$ cat src/rtl/capture_pkg.sv
package capture_pkg;

  ////////////////////////////////////////////////////////////
  // Widths
  ////////////////////////////////////////////////////////////

  // One CCIR656 word, and one Y, Cr or Cb sample
  localparam int VID_W = 10;
  localparam int X_W = 10;
  localparam int Y_W = 9;
  localparam int NUM_COLORS = 4;

  ////////////////////////////////////////////////////////////
  // Colour boxes
  ////////////////////////////////////////////////////////////

  typedef logic [1:0] color_code_t;

  // Codes seen by the object recognition stage
  localparam color_code_t COLOR_ORANGE = 2'd0;
  localparam color_code_t COLOR_PINK = 2'd1;
  localparam color_code_t COLOR_BLUE = 2'd2;
  localparam color_code_t COLOR_GREEN = 2'd3;

  // Inclusive bounds on each component
  typedef struct packed {
    logic [VID_W-1:0] y_lo;
    logic [VID_W-1:0] y_hi;
    logic [VID_W-1:0] cr_lo;
    logic [VID_W-1:0] cr_hi;
    logic [VID_W-1:0] cb_lo;
    logic [VID_W-1:0] cb_hi;
  } box_limits_t;

  // Priority order, index 0 wins
  localparam box_limits_t BOX_LIMITS [NUM_COLORS] = '{
    '{y_lo: 10'd300, y_hi: 10'd1023, cr_lo: 10'd600, cr_hi: 10'd1023,
      cb_lo: 10'd0, cb_hi: 10'd450},
    '{y_lo: 10'd200, y_hi: 10'd600, cr_lo: 10'd300, cr_hi: 10'd480,
      cb_lo: 10'd300, cb_hi: 10'd480},
    '{y_lo: 10'd400, y_hi: 10'd1023, cr_lo: 10'd560, cr_hi: 10'd1023,
      cb_lo: 10'd560, cb_hi: 10'd1023},
    '{y_lo: 10'd150, y_hi: 10'd1023, cr_lo: 10'd0, cr_hi: 10'd440,
      cb_lo: 10'd600, cb_hi: 10'd1023}
  };

  localparam color_code_t BOX_CODE [NUM_COLORS] = '{
    COLOR_ORANGE, COLOR_GREEN, COLOR_PINK, COLOR_BLUE
  };

  // 8/5/5 display pixel
  typedef struct packed {
    logic [7:0] red;
    logic [4:0] green;
    logic [4:0] blue;
  } disp_pixel_t;

  // Marker painted over a recognised pixel, same order as BOX_LIMITS
  localparam disp_pixel_t MARKER_PIXEL [NUM_COLORS] = '{
    '{red: 8'hFF, green: 5'h1F, blue: 5'h00},
    '{red: 8'hFF, green: 5'h18, blue: 5'h00},
    '{red: 8'hFF, green: 5'h1F, blue: 5'h1F},
    '{red: 8'hFF, green: 5'h00, blue: 5'h1F}
  };

  ////////////////////////////////////////////////////////////
  // CCIR656 word
  ////////////////////////////////////////////////////////////

  // Same 10 bits seen as a sample or as the XY timing code
  typedef union packed {
    logic [VID_W-1:0] sample;
    struct packed {
      logic       marker;
      logic       f;
      logic       v;
      logic       h;
      logic [5:0] prot;
    } timing;
  } ccir_word_u;

  localparam logic [VID_W-1:0] PREAMBLE_FF = 10'h3FF;
  localparam logic [VID_W-1:0] PREAMBLE_00 = 10'h000;

endpackage

$ cat src/rtl/pixel_if.sv
interface pixel_if
  import capture_pkg::*;
();

  // One active pixel, valid for a single cycle
  logic             valid;
  logic [X_W-1:0]   x;
  // Row relative to the top of the active window
  logic [Y_W-1:0]   row;
  logic [VID_W-1:0] lum;
  logic [VID_W-1:0] cr;
  logic [VID_W-1:0] cb;

  // Raster tracker side
  modport source (
    output valid, x, row, lum, cr, cb
  );

  // Classifiers and priority selector
  modport sink (
    input valid, x, row, lum, cr, cb
  );

endinterface

$ cat src/rtl/ccir656_decoder.sv
module ccir656_decoder
  import capture_pkg::*;
(
  input  logic             clk,
  input  logic             reset,
  input  ccir_word_u       i_video_word,
  output logic             o_sample_valid,
  output logic [VID_W-1:0] o_y,
  output logic [VID_W-1:0] o_cr,
  output logic [VID_W-1:0] o_cb,
  output logic             o_line_end,
  output logic             o_field,
  output logic             o_vblank
);

  // State names the word expected on the current cycle
  localparam logic [2:0] ST_HUNT = 3'd0;
  localparam logic [2:0] ST_PRE1 = 3'd1;
  localparam logic [2:0] ST_PRE2 = 3'd2;
  localparam logic [2:0] ST_XY = 3'd3;
  localparam logic [2:0] ST_CB = 3'd4;
  localparam logic [2:0] ST_Y0 = 3'd5;
  localparam logic [2:0] ST_CR = 3'd6;
  localparam logic [2:0] ST_Y1 = 3'd7;

  logic [2:0] state;
  logic       is_ff;
  logic       is_00;
  logic       sav_ok;
  logic       y_phase;

  assign is_ff = (i_video_word.sample == PREAMBLE_FF);
  assign is_00 = (i_video_word.sample == PREAMBLE_00);
  // Start of active video outside vertical blanking
  assign sav_ok = i_video_word.timing.marker & ~i_video_word.timing.v
                  & ~i_video_word.timing.h;
  assign y_phase = (state == ST_Y0) || (state == ST_Y1);

  ////////////////////////////////////////////////////////////
  // Framing FSM
  ////////////////////////////////////////////////////////////

  always_ff @(posedge clk)
  begin
    if (reset)
    begin
      state <= ST_HUNT;
    end
    // A 3FF restarts the preamble count, unless it is the XY word itself
    else if (is_ff && state != ST_XY)
    begin
      state <= ST_PRE1;
    end
    else
    begin
      case (state)
        ST_HUNT: state <= ST_HUNT;
        ST_PRE1: state <= is_00 ? ST_PRE2 : ST_HUNT;
        ST_PRE2: state <= is_00 ? ST_XY : ST_HUNT;
        // EAV and blanked SAV codes drop back to the hunt
        ST_XY:   state <= sav_ok ? ST_CB : ST_HUNT;
        ST_Y1:   state <= ST_CB;
        // Cb, Y0, Cr walk forward one word at a time
        default: state <= state + 3'd1;
      endcase
    end
  end

  ////////////////////////////////////////////////////////////
  // Sample and timing outputs
  ////////////////////////////////////////////////////////////

  always_ff @(posedge clk)
  begin
    if (reset)
    begin
      o_sample_valid <= 1'b0;
      o_line_end <= 1'b0;
      o_cb <= '0;
      o_cr <= '0;
    end
    else
    begin
      // One strobe per Y, carrying the newest Cb and Cr
      o_sample_valid <= y_phase && !is_ff;
      o_line_end <= (state == ST_XY) && i_video_word.timing.marker
                    && i_video_word.timing.h;
      if (state == ST_CB && !is_ff)
      begin
        o_cb <= i_video_word.sample;
      end
      if (state == ST_CR && !is_ff)
      begin
        o_cr <= i_video_word.sample;
      end
    end
  end

  always_ff @(posedge clk)
  begin
    if (y_phase)
    begin
      o_y <= i_video_word.sample;
    end
    // F and V are only looked at together with o_line_end
    if (state == ST_XY)
    begin
      o_field <= i_video_word.timing.f;
      o_vblank <= i_video_word.timing.v;
    end
  end

endmodule

$ cat src/rtl/raster_tracker.sv
module raster_tracker
  import capture_pkg::*;
#(
  parameter int H_ACTIVE = 640,
  parameter int V_FIRST = 25,
  parameter int V_LINES = 480
)
(
  input  logic             clk,
  input  logic             reset,
  input  logic             i_sample_valid,
  input  logic [VID_W-1:0] i_y,
  input  logic [VID_W-1:0] i_cr,
  input  logic [VID_W-1:0] i_cb,
  input  logic             i_line_end,
  input  logic             i_field,
  input  logic             i_vblank,
  output logic             o_frame_start,
  pixel_if.source          o_pix
);

  // Window edges in counter width, row needs one bit more than Y_W
  localparam logic [Y_W:0] ROW_FIRST = (Y_W + 1)'(V_FIRST);
  localparam logic [Y_W:0] ROW_END = (Y_W + 1)'(V_FIRST + V_LINES);
  localparam logic [X_W-1:0] COL_END = X_W'(H_ACTIVE);

  logic [X_W-1:0] col;
  logic [Y_W:0]   line;
  logic           last_field;
  logic           in_window;

  assign in_window = (line >= ROW_FIRST) && (line < ROW_END) && (col < COL_END);

  ////////////////////////////////////////////////////////////
  // Raster counters
  ////////////////////////////////////////////////////////////

  always_ff @(posedge clk)
  begin
    if (reset)
    begin
      col <= '0;
      line <= '0;
      // Starts high so a frame needs an F=0 field first
      last_field <= 1'b1;
      o_frame_start <= 1'b0;
      o_pix.valid <= 1'b0;
    end
    else
    begin
      o_frame_start <= i_line_end && i_field && !last_field;
      o_pix.valid <= i_sample_valid && in_window;
      if (i_line_end)
      begin
        col <= '0;
        last_field <= i_field;
        // Interlaced rows, each field starts on its own parity
        if (i_vblank)
        begin
          line <= {{Y_W{1'b0}}, i_field};
        end
        else
        begin
          line <= line + 2'd2;
        end
      end
      else if (i_sample_valid && col != '1)
      begin
        // Holds at the top so an overlong line cannot wrap into the window
        col <= col + 1'b1;
      end
    end
  end

  // Pixel fields, qualified by o_pix.valid
  always_ff @(posedge clk)
  begin
    if (i_sample_valid)
    begin
      o_pix.x <= col;
      o_pix.row <= Y_W'(line - ROW_FIRST);
      o_pix.lum <= i_y;
      o_pix.cr <= i_cr;
      o_pix.cb <= i_cb;
    end
  end

endmodule

$ cat src/rtl/color_box_classifier.sv
module color_box_classifier
  import capture_pkg::*;
#(
  parameter box_limits_t LIMITS = '0
)
(
  input  logic  clk,
  input  logic  reset,
  pixel_if.sink i_pix,
  output logic  o_hit
);

  logic y_in;
  logic cr_in;
  logic cb_in;

  // Per-component range test, both ends inclusive
  assign y_in = (i_pix.lum >= LIMITS.y_lo) && (i_pix.lum <= LIMITS.y_hi);
  assign cr_in = (i_pix.cr >= LIMITS.cr_lo) && (i_pix.cr <= LIMITS.cr_hi);
  assign cb_in = (i_pix.cb >= LIMITS.cb_lo) && (i_pix.cb <= LIMITS.cb_hi);

  always_ff @(posedge clk)
  begin
    if (reset)
    begin
      o_hit <= 1'b0;
    end
    else
    begin
      // No hit without a pixel
      o_hit <= i_pix.valid && y_in && cr_in && cb_in;
    end
  end

endmodule

$ cat src/rtl/color_priority_select.sv
module color_priority_select
  import capture_pkg::*;
(
  input  logic                  clk,
  input  logic                  reset,
  pixel_if.sink                 i_pix,
  input  logic [NUM_COLORS-1:0] i_hits,
  output logic                  o_pixel_valid,
  output logic [X_W-1:0]        o_x,
  output logic [Y_W-1:0]        o_y,
  output logic                  o_hit,
  output color_code_t           o_color,
  output disp_pixel_t           o_pixel
);

  logic             valid_q;
  logic [X_W-1:0]   x_q;
  logic [Y_W-1:0]   row_q;
  logic [VID_W-1:0] lum_q;
  logic [VID_W-1:0] cr_q;
  logic [VID_W-1:0] cb_q;
  color_code_t      sel_code;
  disp_pixel_t      sel_pixel;

  ////////////////////////////////////////////////////////////
  // Align pixel with classifier hits
  ////////////////////////////////////////////////////////////

  always_ff @(posedge clk)
  begin
    if (reset)
    begin
      valid_q <= 1'b0;
    end
    else
    begin
      valid_q <= i_pix.valid;
    end
  end

  always_ff @(posedge clk)
  begin
    x_q <= i_pix.x;
    row_q <= i_pix.row;
    lum_q <= i_pix.lum;
    cr_q <= i_pix.cr;
    cb_q <= i_pix.cb;
  end

  // Lowest index hit wins, so scan from the top down
  always_comb
  begin
    // Plain video when nothing matched, top bits of each sample
    sel_code = '0;
    sel_pixel.red = lum_q[VID_W-1 -: 8];
    sel_pixel.green = cr_q[VID_W-1 -: 5];
    sel_pixel.blue = cb_q[VID_W-1 -: 5];
    for (int i = NUM_COLORS - 1; i >= 0; i--)
    begin
      if (i_hits[i])
      begin
        sel_code = BOX_CODE[i];
        sel_pixel = MARKER_PIXEL[i];
      end
    end
  end

  ////////////////////////////////////////////////////////////
  // Output registers
  ////////////////////////////////////////////////////////////

  always_ff @(posedge clk)
  begin
    if (reset)
    begin
      o_pixel_valid <= 1'b0;
    end
    else
    begin
      o_pixel_valid <= valid_q;
    end
  end

  always_ff @(posedge clk)
  begin
    o_x <= x_q;
    o_y <= row_q;
    o_hit <= |i_hits;
    o_color <= sel_code;
    o_pixel <= sel_pixel;
  end

endmodule

$ cat src/rtl/ntsc_color_capture.sv
module ntsc_color_capture
  import capture_pkg::*;
#(
  parameter int H_ACTIVE = 640,
  parameter int V_FIRST = 25,
  parameter int V_LINES = 480
)
(
  input  logic                            clk,
  input  logic                            reset,
  input  logic [VID_W-1:0]                i_video_word,
  output logic                            o_pixel_valid,
  output logic [X_W-1:0]                  o_x,
  output logic [Y_W-1:0]                  o_y,
  output logic                            o_hit,
  output logic [$bits(color_code_t)-1:0]  o_color,
  output logic [$bits(disp_pixel_t)-1:0]  o_pixel,
  output logic                            o_frame_start
);

  logic                  sample_valid;
  logic [VID_W-1:0]      dec_y;
  logic [VID_W-1:0]      dec_cr;
  logic [VID_W-1:0]      dec_cb;
  logic                  line_end;
  logic                  field;
  logic                  vblank;
  logic [NUM_COLORS-1:0] hits;

  pixel_if u_pix ();

  // Stage 1, word stream to samples
  ccir656_decoder u_decoder (
    .clk            (clk),
    .reset          (reset),
    .i_video_word   (i_video_word),
    .o_sample_valid (sample_valid),
    .o_y            (dec_y),
    .o_cr           (dec_cr),
    .o_cb           (dec_cb),
    .o_line_end     (line_end),
    .o_field        (field),
    .o_vblank       (vblank)
  );

  // Stage 2, coordinates and window
  raster_tracker #(
    .H_ACTIVE (H_ACTIVE),
    .V_FIRST  (V_FIRST),
    .V_LINES  (V_LINES)
  ) u_tracker (
    .clk            (clk),
    .reset          (reset),
    .i_sample_valid (sample_valid),
    .i_y            (dec_y),
    .i_cr           (dec_cr),
    .i_cb           (dec_cb),
    .i_line_end     (line_end),
    .i_field        (field),
    .i_vblank       (vblank),
    .o_frame_start  (o_frame_start),
    .o_pix          (u_pix)
  );

  // Stage 3, one box test per colour, all in parallel
  for (genvar gi = 0; gi < NUM_COLORS; gi++)
  begin : g_box
    color_box_classifier #(
      .LIMITS (BOX_LIMITS[gi])
    ) u_box (
      .clk   (clk),
      .reset (reset),
      .i_pix (u_pix),
      .o_hit (hits[gi])
    );
  end

  // Stage 4, result word
  color_priority_select u_select (
    .clk           (clk),
    .reset         (reset),
    .i_pix         (u_pix),
    .i_hits        (hits),
    .o_pixel_valid (o_pixel_valid),
    .o_x           (o_x),
    .o_y           (o_y),
    .o_hit         (o_hit),
    .o_color       (o_color),
    .o_pixel       (o_pixel)
  );

endmodule

$ cat config.mk
export PLATFORM = sky130hd
export DESIGN_NAME = ntsc_color_capture
export DESIGN_NICKNAME = d
export VERILOG_FILES = /design/src/rtl/capture_pkg.sv /design/src/rtl/pixel_if.sv /design/src/rtl/ccir656_decoder.sv /design/src/rtl/raster_tracker.sv /design/src/rtl/color_box_classifier.sv /design/src/rtl/color_priority_select.sv /design/src/rtl/ntsc_color_capture.sv
export SDC_FILE = /design/constraint.sdc
export NUM_CORES = 1
export LEC_CHECK = 0
export BUFFER_PORTS_ARGS = -buffer_cell sky130_fd_sc_hd__buf_4
export CAP_MARGIN = 15
export CORE_AREA = 2 2 149 151
export DETAILED_ROUTE_END_ITERATION = 6
export DIE_AREA = 0 0 151 153
export PLACE_DENSITY_LB_ADDON = 0.15
export SLEW_MARGIN = 20
export SYNTH_ARGS = -nofsm -noshare
export SYNTH_HDL_FRONTEND = slang
export SYNTH_SLANG_ARGS = --single-unit
$ cat constraint.sdc
create_clock -name clk -period 4.78 [get_ports clk]
set_clock_uncertainty 0.05 [all_clocks]
set_input_delay 0.239 -clock clk [delete_from_list [all_inputs] [get_ports clk]]
set_output_delay 0.239 -clock clk [all_outputs]
set_load 0.02 [all_outputs]
==> results of run 1 <==
Yosys cell counts, drive strengths merged, types with 2 or more instances:
master	count	area, um2
nand2b	11	68.8
nor4	5	37.5
o31a	5	43.8
xnor2	9	78.8
o311ai	4	50.1
a21oi	13	65.1
nand4	5	31.3
o21bai	2	15.0
nand2	18	67.6
xor2	8	70.1
ha	12	150
nor3b	2	15.0
a31oi	7	43.8
nor2b	4	25.0
inv	14	52.6
buf	6	45.0
or3	5	31.3
nor3	13	65.1
clkbuf	11	41.3
nor2	52	195
edfxtp	61	1830
a311oi	2	17.5
a2111oi	2	17.5
o21ai	11	55.1
nand3	11	55.1
dfxtp	131	2620
a211oi	5	37.5
o211ai	2	15.0
and3	4	25.0
a21o	4	30.0
nor4bb	2	20.0
mux2i	24	240
and4	3	27.5
timing repair:
action                                 CTS  global route
endpoints found under the hold margin    8             1
hold buffers                             8             1
buffers inserted                         0             0
routing by layer:
metal,GRT usage [%],wire length [um],vias to the layer above,share of wire [%]
li1,-,-,1856,-
met1,14.4,5740,1797,48
met2,16.7,5590,58,47
met3,3.61,519,11,4.3
met4,4.41,170,0,1.4
met5,0,0,-,0
area by class of cell:
type / count / area share, %
clock buffer: 21 / 5.98
clock inverter: 11 / 1.62
inverter: 14 / 0.682
multi-input combinational: 261 / 22.8
sequential: 192 / 57.9
tap: 280 / 4.55
timing repair buffer: 64 / 6.53
stage by stage:
step / area [um2] / power [W] / hold slack (ns) / util, %
2_1_floorplan: 6340 / 0.00172 / 0.260 / -
3_3_place_gp: 7010 / 0.00173 / 0.261 / 32.6
3_5_place_dp: 7010 / 0.00173 / 0.263 / 32.6
4_1_cts: 7680 / 0.00314 / 0.00125 / 35.7
5_1_grt: 7700 / 0.00321 / 0.00188 / 35.8
6_report: 7700 / 0.00310 / 0.0232 / 35.8
final timing paths:
| kind | slack, ns | cells past startpoint | start | to |
|---|---|---|---|---|
| worst max-delay path | 2.81 | 6 | i_video_word[7] | u_decoder.o_cr[2]$_SDFFE_PP0P_ |
| worst min-delay path | 0.02 | 1 | i_video_word[8] | u_decoder.o_y[8]$_DFFE_PN_ |
| worst max register to register | 2.90 | 6 | u_tracker.line[1]$_SDFFE_PP0P_ | u_tracker.o_pix.row[7]$_DFFE_PP_ |
| worst min register to register | 0.28 | 0 | u_select.row_q[8]$_DFF_P_ | u_select.o_y[8]$_DFF_P_ |
power by group:
group / switching, W / internal, W / leakage [nW] / total (W)
Clock: 0.000592 / 0.000803 / 0.289 / 0.00140
Combinational: 0.0000188 / 0.0000126 / 1.07 / 0.0000314
Sequential: 0.00000000855 / 0.00167 / 1.64 / 0.00167
logic make-up (layout without fill, tap and decap cells):
kind of cell / Yosys count / after routing / synth area share (%)
multiplexers: 24 / 24 / 3.79
flip-flops: 192 / 192 / 70.3
AND/OR/NAND/NOR: 141 / 141 / 11.5
buffers and inverters: 31 / 110 / 2.19
adder cells (fa/ha/maj): 12 / 12 / 2.37
AO/OA/AOI/OAI: 67 / 67 / 7.48
XOR/XNOR: 17 / 17 / 2.35
critical path, cell delays in order:
cell           delay, ns
dlygate4sd3_1       0.52
buf_4               0.15
nand4_1             0.24
o311ai_4            0.73
mux2i_1             0.28
nor2_1              0.06
==> metrics.log, run 1 <==
INFO  metric outcome = complete, no violations
INFO  metric number_of_diodes_added_for_antenna_fixing = 0
INFO  metric criticalPathCategory = input port to flop
INFO  metric critPathArrivalTime = roughly 2.2 ns
INFO  metric postRouteWirelength = ~12000 um
INFO  metric num-nets-final = around 570
INFO  metric max_cap_violations = 0
INFO  metric placedCellCount = about 800
INFO  metric hp_class = input port to flop
INFO  metric synthFlopType = dfxtp_1
INFO  metric routed-via-count = 3722
INFO  metric final_period_utilization = 41.3%
INFO  metric first_global_vias = between 3000 and 4000
INFO  metric layout-drive-gt1-share = between 10% and 20%
INFO  metric cts.reportedPaths.clkPinSlew = 0.07 ns
INFO  metric final-max-slew-violation-count = 0
INFO  metric floorplan.die.width = ~150 um
INFO  metric ctsResizeCount = 0
INFO  metric std_cell_rows = 54
INFO  metric place.port_buffers = 53
INFO  metric multi_input_comb_area = 1750 um2
INFO  metric area_delta_synth_final = 21.5%
INFO  metric syn_nets = slightly above 500
INFO  metric max_freq = a little over 0.5 GHz
INFO  metric post_layout_nonfiller_instances = about 840
INFO  metric coreArea = roughly 21000 um2
INFO  metric vias_per_cell = between 4 and 5
INFO  metric yosys.cell_types.count = 54
INFO  metric start_util = 29.5%
INFO  metric worst_slew_pin_slew = 0.761 ns
INFO  metric drcViolationCount = 0
INFO  metric syn_avg_cell_area = 13.1 um2
INFO  metric detail_route.first_pass.iterations = 4
INFO  metric clk_path_buf_depth = 2
INFO  metric tritoncts_num_sinks = 192
INFO  metric grt_antenna_before_repair = 0
INFO  metric worstPathRequired = roughly 5.0 ns
INFO  metric avgRoutedWirePerCell = 14.3 um
INFO  metric initialDrtViolationCount = 201
INFO  metric startpoint_type = input port
INFO  metric final-hold-violation-count = 0
INFO  metric final_common_cell = dfxtp_1
INFO  metric maximum_number_of_pins_on_one_net_before_global_route_repair = 39
INFO  metric final_period_minus_worst_setup_slack = around 2 ns
INFO  metric grt_setup_unrepaired = no
INFO  metric place_congestion = 0.788
INFO  metric ios = 54
INFO  metric die_footprint = 23100 um2
INFO  metric grt_use_total = 11.0%
INFO  metric drtAntennaViolNets = 0
INFO  metric yosysWarnings = 0
INFO  metric yosys_register_bits = around 190
INFO  metric numCtsBuffers = 17
INFO  metric max-slew-margin-rel = between 40 and 50%
INFO  metric vdd.ir_drop.worst = ~0.00023 V
INFO  metric path_max_fanout = 10
INFO  metric yosysSeqAreaShare = 70.3%
INFO  metric htree_num_levels = 4
INFO  metric netlist_instances = ~480
INFO  metric setup_viol = 0
INFO  metric cts-root-buf = clkbuf_16
INFO  metric worst_skew_pair.late_latency = ~0.42 ns
INFO  metric layout.cells.most_common_list = dfxtp_1, edfxtp_1, buf_4, nor2_1, mux2i_1
INFO  metric grt-ovfl-total = 0
INFO  metric fin_setup_tns = 0 ns
INFO  metric fillerInstances = roughly 2100
INFO  metric power-per-cell-area = 402 nW/um2
INFO  metric registers.top_by_ff_count = u_select.o_pixel
INFO  metric cts_tree = done
INFO  metric die_height = around 150 um
INFO  metric cellLeakagePower = between 2 and 3 nW
INFO  metric grt_first_pass_wirelength = between 15000 and 20000 um
INFO  metric critical_path_endpoint_category = flop
INFO  metric synth-async-reset-ratio = 0%
INFO  metric postLayoutSetupSlackWorst = 2.81 ns
INFO  metric synth-edff-count = 61
INFO  metric mappedNetlistArea = 6340 um2
INFO  metric seqCellArea = about 4500 um2
INFO  metric hpwlAfterDp = 8450 um
INFO  metric largest_register_ffs = 18
INFO  metric place_ws = 2.61 ns
(Power assumes the default switching activity.)
==> inputs of run 2 (changes only) <==
==> constraint.sdc (replaced) <==
create_clock -name clk -period 1.93 [get_ports clk]
set_clock_uncertainty 0.05 [all_clocks]
set_input_delay 0.0965 -clock clk [delete_from_list [all_inputs] [get_ports clk]]
set_output_delay 0.0965 -clock clk [all_outputs]
set_load 0.02 [all_outputs]
==> run 2 against run 1 <==
Against the previous run: utilization rose by 0.16 points; non-clock buffer count rose by 5; first-iteration DRC count rose by 3.0%; final cell count rose by 0.59%; design area rose by 0.44%; critical path depth did not move; count of clock-buffer cells in the layout rose by 3; power rose by 150%; register-to-register slack got worse by 2.8 ns; combinational power rose to 2.6 times the previous value; sequential cell count did not move; worst hold slack improved by 0.0087 ns; critical path type is now flop to flop; largest cell class unchanged.
==> metrics.log, run 2 (synthesized netlist as in run 1, its figures left out) <==
INFO  metric cts-root-buf = clkbuf_16
INFO  metric floorplan.die.width = ~150 um
INFO  metric grt_antenna_before_repair = 0
INFO  metric max-slew-margin-rel = 55.2%
INFO  metric setup_viol = 0
INFO  metric postCtsSetupRepairBufs = 0
INFO  metric ios = 54
INFO  metric ff2ff_setup_slack = around 0.12 ns
INFO  metric grt_use_total = roughly a tenth
INFO  metric max_cap_violations = 0
INFO  metric startpoint_type = flop
INFO  metric die_footprint = 23100 um2
INFO  metric worst_slew_pin_slew = 0.654 ns
INFO  metric std_cell_rows = 54
INFO  metric final_core_utilization = a little over a third
INFO  metric cellLeakagePower = 3.02 nW
INFO  metric die_height = around 150 um
INFO  metric area_delta_synth_final = 22.1%
INFO  metric r2r-start = u_tracker.line[1]$_SDFFE_PP0P_
INFO  metric number_of_diodes_added_for_antenna_fixing = 0
INFO  metric place_congestion = 0.751
INFO  metric grt_setup_unrepaired = no
INFO  metric min-delay-start = reset
INFO  metric postRouteWirelength = 11400 um
INFO  metric path_max_fanout = 5
INFO  metric numCtsBuffers = 17
INFO  metric hp_class = input port to flop
INFO  metric outcome = complete, no violations
INFO  metric reg2regPathDepth = 6
INFO  metric start_util = ~29%
INFO  metric finish.instance_area = 7730 um2
INFO  metric avgRoutedWirePerCell = ~13 um
INFO  metric htree_num_levels = 4
INFO  metric coreArea = around 21000 um2
INFO  metric drtAntennaViolNets = 0
INFO  metric clk_path_buf_depth = 2
INFO  metric grt-ovfl-total = 0
INFO  metric initialDrtViolationCount = slightly above 200
INFO  metric total_power = between 0.007 and 0.008 W
INFO  metric critPathArrivalTime = between 1.5 and 2 ns
INFO  metric vdd.ir_drop.worst = approximately 0.00040 V
INFO  metric routed-via-count = between 3000 and 4000
INFO  metric grt_first_pass_wirelength = between 15000 and 20000 um
INFO  metric postPlaceCellArea = between 7000 and 8000 um2
INFO  metric drcViolationCount = 0
INFO  metric crit-reg2reg-capture = u_tracker.o_pix.row[7]$_DFFE_PP_
INFO  metric vias_per_cell = around 4.3
INFO  metric hold_end = u_tracker.line[1]$_SDFFE_PP0P_
INFO  metric place.port_buffers = between 50 and 60
INFO  metric layout-drive-gt1-share = about 17%
INFO  metric final-max-slew-violation-count = 0
INFO  metric depth_of_the_worst_hold_timing_path = 2
INFO  metric criticalPathCategory = flop to flop
INFO  metric worst_skew_pair.late_latency = approximately 0.43 ns
INFO  metric ctsResizeCount = 0
INFO  metric fin_setup_tns = 0 ns
INFO  metric hpwlAfterDp = just under 8000 um
INFO  metric registers.top_by_ff_count = u_select.o_pixel
INFO  metric layout.cells.most_common_list = dfxtp_1, edfxtp_1, buf_4, nor2_1, mux2i_1
INFO  metric power-per-cell-area = slightly below 1000 nW/um2
INFO  metric cts.reportedPaths.clkPinSlew = 0.07 ns
INFO  metric first_global_vias = 3737
INFO  metric worstPathRequired = slightly above 2 ns
INFO  metric final_common_cell = dfxtp_1
INFO  metric detail_route.first_pass.iterations = 4
INFO  metric num-nets-final = 579
INFO  metric final_period_minus_worst_setup_slack = around 1.8 ns
INFO  metric tritoncts_num_sinks = ~190
INFO  metric max_freq = roughly 0.55 GHz
INFO  metric cts_tree = done
INFO  metric critical_path_endpoint_category = flop
INFO  metric maximum_number_of_pins_on_one_net_before_global_route_repair = 34
INFO  metric final_period_utilization = 93.9%
INFO  metric final-hold-violation-count = 0
INFO  metric largest_register_ffs = 18
==> run 2: area by class of cell <==
| class | instances | area, um2 |
|---|---|---|
| clock inverter | 8 | 104 |
| inverter | 14 | 52.6 |
| multi-input combinational | 261 | 1740 |
| tap | 280 | 350 |
| clock buffer | 24 | 483 |
| timing repair buffer | 69 | 543 |
| sequential | 192 | 4460 |
| fill | 2117 | 13800 |
==> run 2: through the flow <==
step	hold WS (ns)	setup slack (ns)	std cells
floorplan	0.130	0.199	484
CTS	0.0200	0.101	848
detailed placement	0.262	0.117	806
global route	0.0293	0.00363	848
global placement	0.262	0.156	806
finish	0.0319	0.118	848
==> run 2: how the worst max path moves through the flow <==
stage / to / cells past startpoint / startpoint
CTS: u_tracker.o_pix.row[7]$_DFFE_PP_ / 6 / u_tracker.line[1]$_SDFFE_PP0P_
detailed placement: u_tracker.o_pix.row[7]$_DFFE_PP_ / 6 / u_tracker.line[1]$_SDFFE_PP0P_
finish: u_tracker.o_pix.row[7]$_DFFE_PP_ / 6 / u_tracker.line[1]$_SDFFE_PP0P_
floorplan: u_tracker.o_pix.row[7]$_DFFE_PP_ / 6 / u_tracker.line[1]$_SDFFE_PP0P_
global route: u_tracker.o_pix.row[7]$_DFFE_PP_ / 6 / u_tracker.line[1]$_SDFFE_PP0P_
global placement: u_tracker.o_pix.row[7]$_DFFE_PP_ / 6 / u_tracker.line[1]$_SDFFE_PP0P_
==> run 2: power by group <==
group	internal [W]	switching [W]	total, W	leakage, nW
Sequential	0.00414	0.0000000205	0.00414	1.64
Clock	0.00203	0.00142	0.00345	0.284
Combinational	0.0000326	0.0000502	0.0000828	1.09
Total	0.00620	0.00147	0.00767	3.02
==> run 2: critical path, cell delays in order (launching register included) <==
cell	delay [ns]
dfxtp_1	0.39
inv_1	0.11
ha_1	0.20
a21boi_0	0.25
nor2_1	0.10
or3_1	0.33
xnor2_1	0.13
==> run 2: repair_timing <==
action / in CTS / in global routing
hold buffers: 10 / 0
endpoints found under the setup margin: 0 / 0
hold endpoints to repair: 33 / 0
==> run 2: layer usage <==
layer	track usage (%)	routed length, um	share of wire (%)
met5	0	0	0
met4	5.87	249	2.2
met3	2.63	368	3.2
met2	16.4	5230	46
met1	13.5	5510	48
==> inputs of run 3 (changes only) <==
--- a/config.mk
+++ b/config.mk
@@ -7,6 +7,8 @@
 export LEC_CHECK = 0
 export BUFFER_PORTS_ARGS = -buffer_cell sky130_fd_sc_hd__buf_4
 export CAP_MARGIN = 15
+export CELL_PAD_IN_SITES_DETAIL_PLACEMENT = 1
+export CELL_PAD_IN_SITES_GLOBAL_PLACEMENT = 2
 export CORE_AREA = 2 2 149 151
 export DETAILED_ROUTE_END_ITERATION = 6
 export DIE_AREA = 0 0 151 153
==> run 3 against run 2 <==
Against the previous run: via count rose by 3.0%; critical path depth did not move; design area fell by 0.21%; count of clock-buffer cells in the layout fell by 5; routed wire length rose by 14%; highest routed layer unchanged.
==> metrics.log, run 3 (synthesized netlist as in run 1, its figures left out) <==
INFO  metric registers.top_by_ff_count = u_select.o_pixel
INFO  metric routed-via-count = ~3800
INFO  metric grt-ovfl-total = 0
INFO  metric floorplan.die.width = around 150 um
INFO  metric crit-reg2reg-capture = u_tracker.o_pix.row[7]$_DFFE_PP_
INFO  metric initialDrtViolationCount = approximately 130
INFO  metric final-hold-violation-count = 0
INFO  metric vias_per_cell = between 4 and 5
INFO  metric ios = 54
INFO  metric number_of_diodes_added_for_antenna_fixing = 0
INFO  metric largest_register_ffs = 18
INFO  metric path_max_fanout = 5
INFO  metric critPathArrivalTime = between 1.5 and 2 ns
INFO  metric grt_use_total = between 10% and 20%
INFO  metric hold_end = u_decoder.o_cb[9]$_SDFFE_PP0P_
INFO  metric cts.reportedPaths.clkPinSlew = 0.07 ns
INFO  metric holdWs = roughly 0.045 ns
INFO  metric final_common_cell = dfxtp_1
INFO  metric final_period_minus_worst_setup_slack = 1.78 ns
INFO  metric maximum_number_of_pins_on_one_net_before_global_route_repair = 39
INFO  metric detail_route.first_pass.iterations = 4
INFO  metric clk_path_buf_depth = 2
INFO  metric post_layout_nonfiller_instances = about 850
INFO  metric min-delay-start = reset
INFO  metric place_congestion = approximately 0.75
INFO  metric tritoncts_num_sinks = between 150 and 200
INFO  metric grt_setup_unrepaired = no
INFO  metric wl_met3 = 378 um
INFO  metric final_period_utilization = about 90%
INFO  metric worstPathRequired = a little over 2 ns
INFO  metric ff2ff_setup_slack = ~0.15 ns
INFO  metric die_footprint = ~23000 um2
INFO  metric met1Wirelength = 6080 um
INFO  metric area_delta_synth_final = 21.8%
INFO  metric final-max-slew-violation-count = 0
INFO  metric critical_path.cell_chain = inv_1 > ha_1 > a21boi_1 > nor2_1 > or3_1 > xnor2_1
INFO  metric drtAntennaViolNets = 0
INFO  metric setup_viol = 0
INFO  metric htree_num_levels = 4
INFO  metric r2r-start = u_tracker.line[1]$_SDFFE_PP0P_
INFO  metric max-slew-margin-rel = a little under three fifths
INFO  metric layout.cells.most_common_list = dfxtp_1, edfxtp_1, buf_4, nor2_1, mux2i_1
INFO  metric hpwlAfterDp = between 9000 and 10000 um
INFO  metric worstSetupPathDepth = 6
INFO  metric place.port_buffers = between 50 and 60
INFO  metric wl_met2 = approximately 6300 um
INFO  metric std_cell_rows = 54
INFO  metric power-per-cell-area = approximately 980 nW/um2
INFO  metric critical_path.n_buffers_inverters = 1
INFO  metric critical-path-top-delay-family = simple AND/OR/NAND/NOR gates
INFO  metric num-nets-final = 580
INFO  metric startpoint_type = flop
INFO  metric start_util = between 20% and 30%
INFO  metric grt_antenna_before_repair = 0
INFO  metric critical_path.max_stage_delay = 0.41 ns
INFO  metric avgRoutedWirePerCell = between 15 and 20 um
INFO  metric numCtsBuffers = 17
INFO  metric critical_path.slowest_cell = dfxtp_1
INFO  metric vdd.ir_drop.worst = between 0.0004 and 0.0005 V
INFO  metric total_power = roughly 0.0076 W
INFO  metric worst_slew_pin_slew = between 0.6 and 0.7 ns
INFO  metric cellLeakagePower = ~3 nW
INFO  metric drcViolationCount = 0
INFO  metric layout-drive-gt1-share = 17.8%
INFO  metric grt_first_pass_wirelength = 20800 um
INFO  metric critical_path_endpoint_category = flop
INFO  metric hp_class = input port to flop
INFO  metric max_cap_violations = 0
INFO  metric coreArea = approximately 21000 um2
INFO  metric criticalPathCategory = flop to flop
INFO  metric depth_of_the_worst_hold_timing_path = 2
INFO  metric die_height = 153 um
INFO  metric placedCellCount = ~810
INFO  metric max_freq = between 0.5 and 0.6 GHz
INFO  metric top_signal_layer_used = met4
INFO  metric first_global_vias = 3957
INFO  metric cts_tree = done
INFO  metric worst_skew_pair.late_latency = 0.43 ns
INFO  metric reg2regPathDepth = 6
INFO  metric cts-root-buf = clkbuf_16
INFO  metric postRouteWirelength = around 13000 um
INFO  metric outcome = complete, no violations
INFO  metric fin_setup_tns = 0 ns
INFO  metric fillerInstances = 2316
==> run 3: cell type report <==
type                            count  area (um2)  share of cell area, %
Clock buffer                       19         464                   6.01
Clock inverter                     13        98.8                   1.28
Inverter                           14        52.6                  0.681
Multi-Input combinational cell    261        1740                   22.6
Sequential cell                   192        4460                   57.8
Tap cell                          280         350                   4.54
Timing Repair Buffer               70         551                   7.13
==> run 3: timing repair <==
item | CTS | global route
setup buffers | 0 | 0
endpoints found under the hold margin | 33 | 0
hold buffers | 10 | 0
resized for setup | 0 | 1
endpoints found under the setup margin | 0 | 1
==> run 3: how the worst max path moves through the flow <==
stage	from	endpoint
finish	u_tracker.line[1]$_SDFFE_PP0P_	u_tracker.o_pix.row[7]$_DFFE_PP_
global route	u_decoder.state[0]$_SDFF_PP0_	u_decoder.state[0]$_SDFF_PP0_
CTS	u_tracker.line[1]$_SDFFE_PP0P_	u_tracker.o_pix.row[7]$_DFFE_PP_
detailed placement	u_tracker.line[1]$_SDFFE_PP0P_	u_tracker.o_pix.row[7]$_DFFE_PP_
global placement	u_tracker.line[1]$_SDFFE_PP0P_	u_tracker.o_pix.row[7]$_DFFE_PP_
floorplan	u_tracker.line[1]$_SDFFE_PP0P_	u_tracker.o_pix.row[7]$_DFFE_PP_
==> run 3: per-stage QoR <==
| stage | util, % | setup slack (ns) | cell area [um2] |
|---|---|---|---|
| after floorplan | - | 0.199 | 6340 |
| after global placement | 32.8 | 0.151 | 7050 |
| after detailed placement | 32.8 | 0.0882 | 7050 |
| after CTS | 35.9 | 0.0605 | 7720 |
| after global routing | 35.9 | 0.0106 | 7720 |
| final | 35.9 | 0.151 | 7720 |
==> run 3: power by group <==
part	internal [W]	leakage [nW]	switching, W	total (W)
clock	0.00178	0.272	0.00156	0.00334
combinational	0.0000326	1.09	0.0000546	0.0000872
sequential	0.00414	1.64	0.0000000227	0.00414
total	0.00595	3.01	0.00161	0.00756
==> run 3: metal layers <==
metal	vias to the layer above	global-route usage [%]
met3	17	2.99
met2	66	19.7
met4	0	5.12
met1	1845	14.5
met5	-	0
li1	1866	-
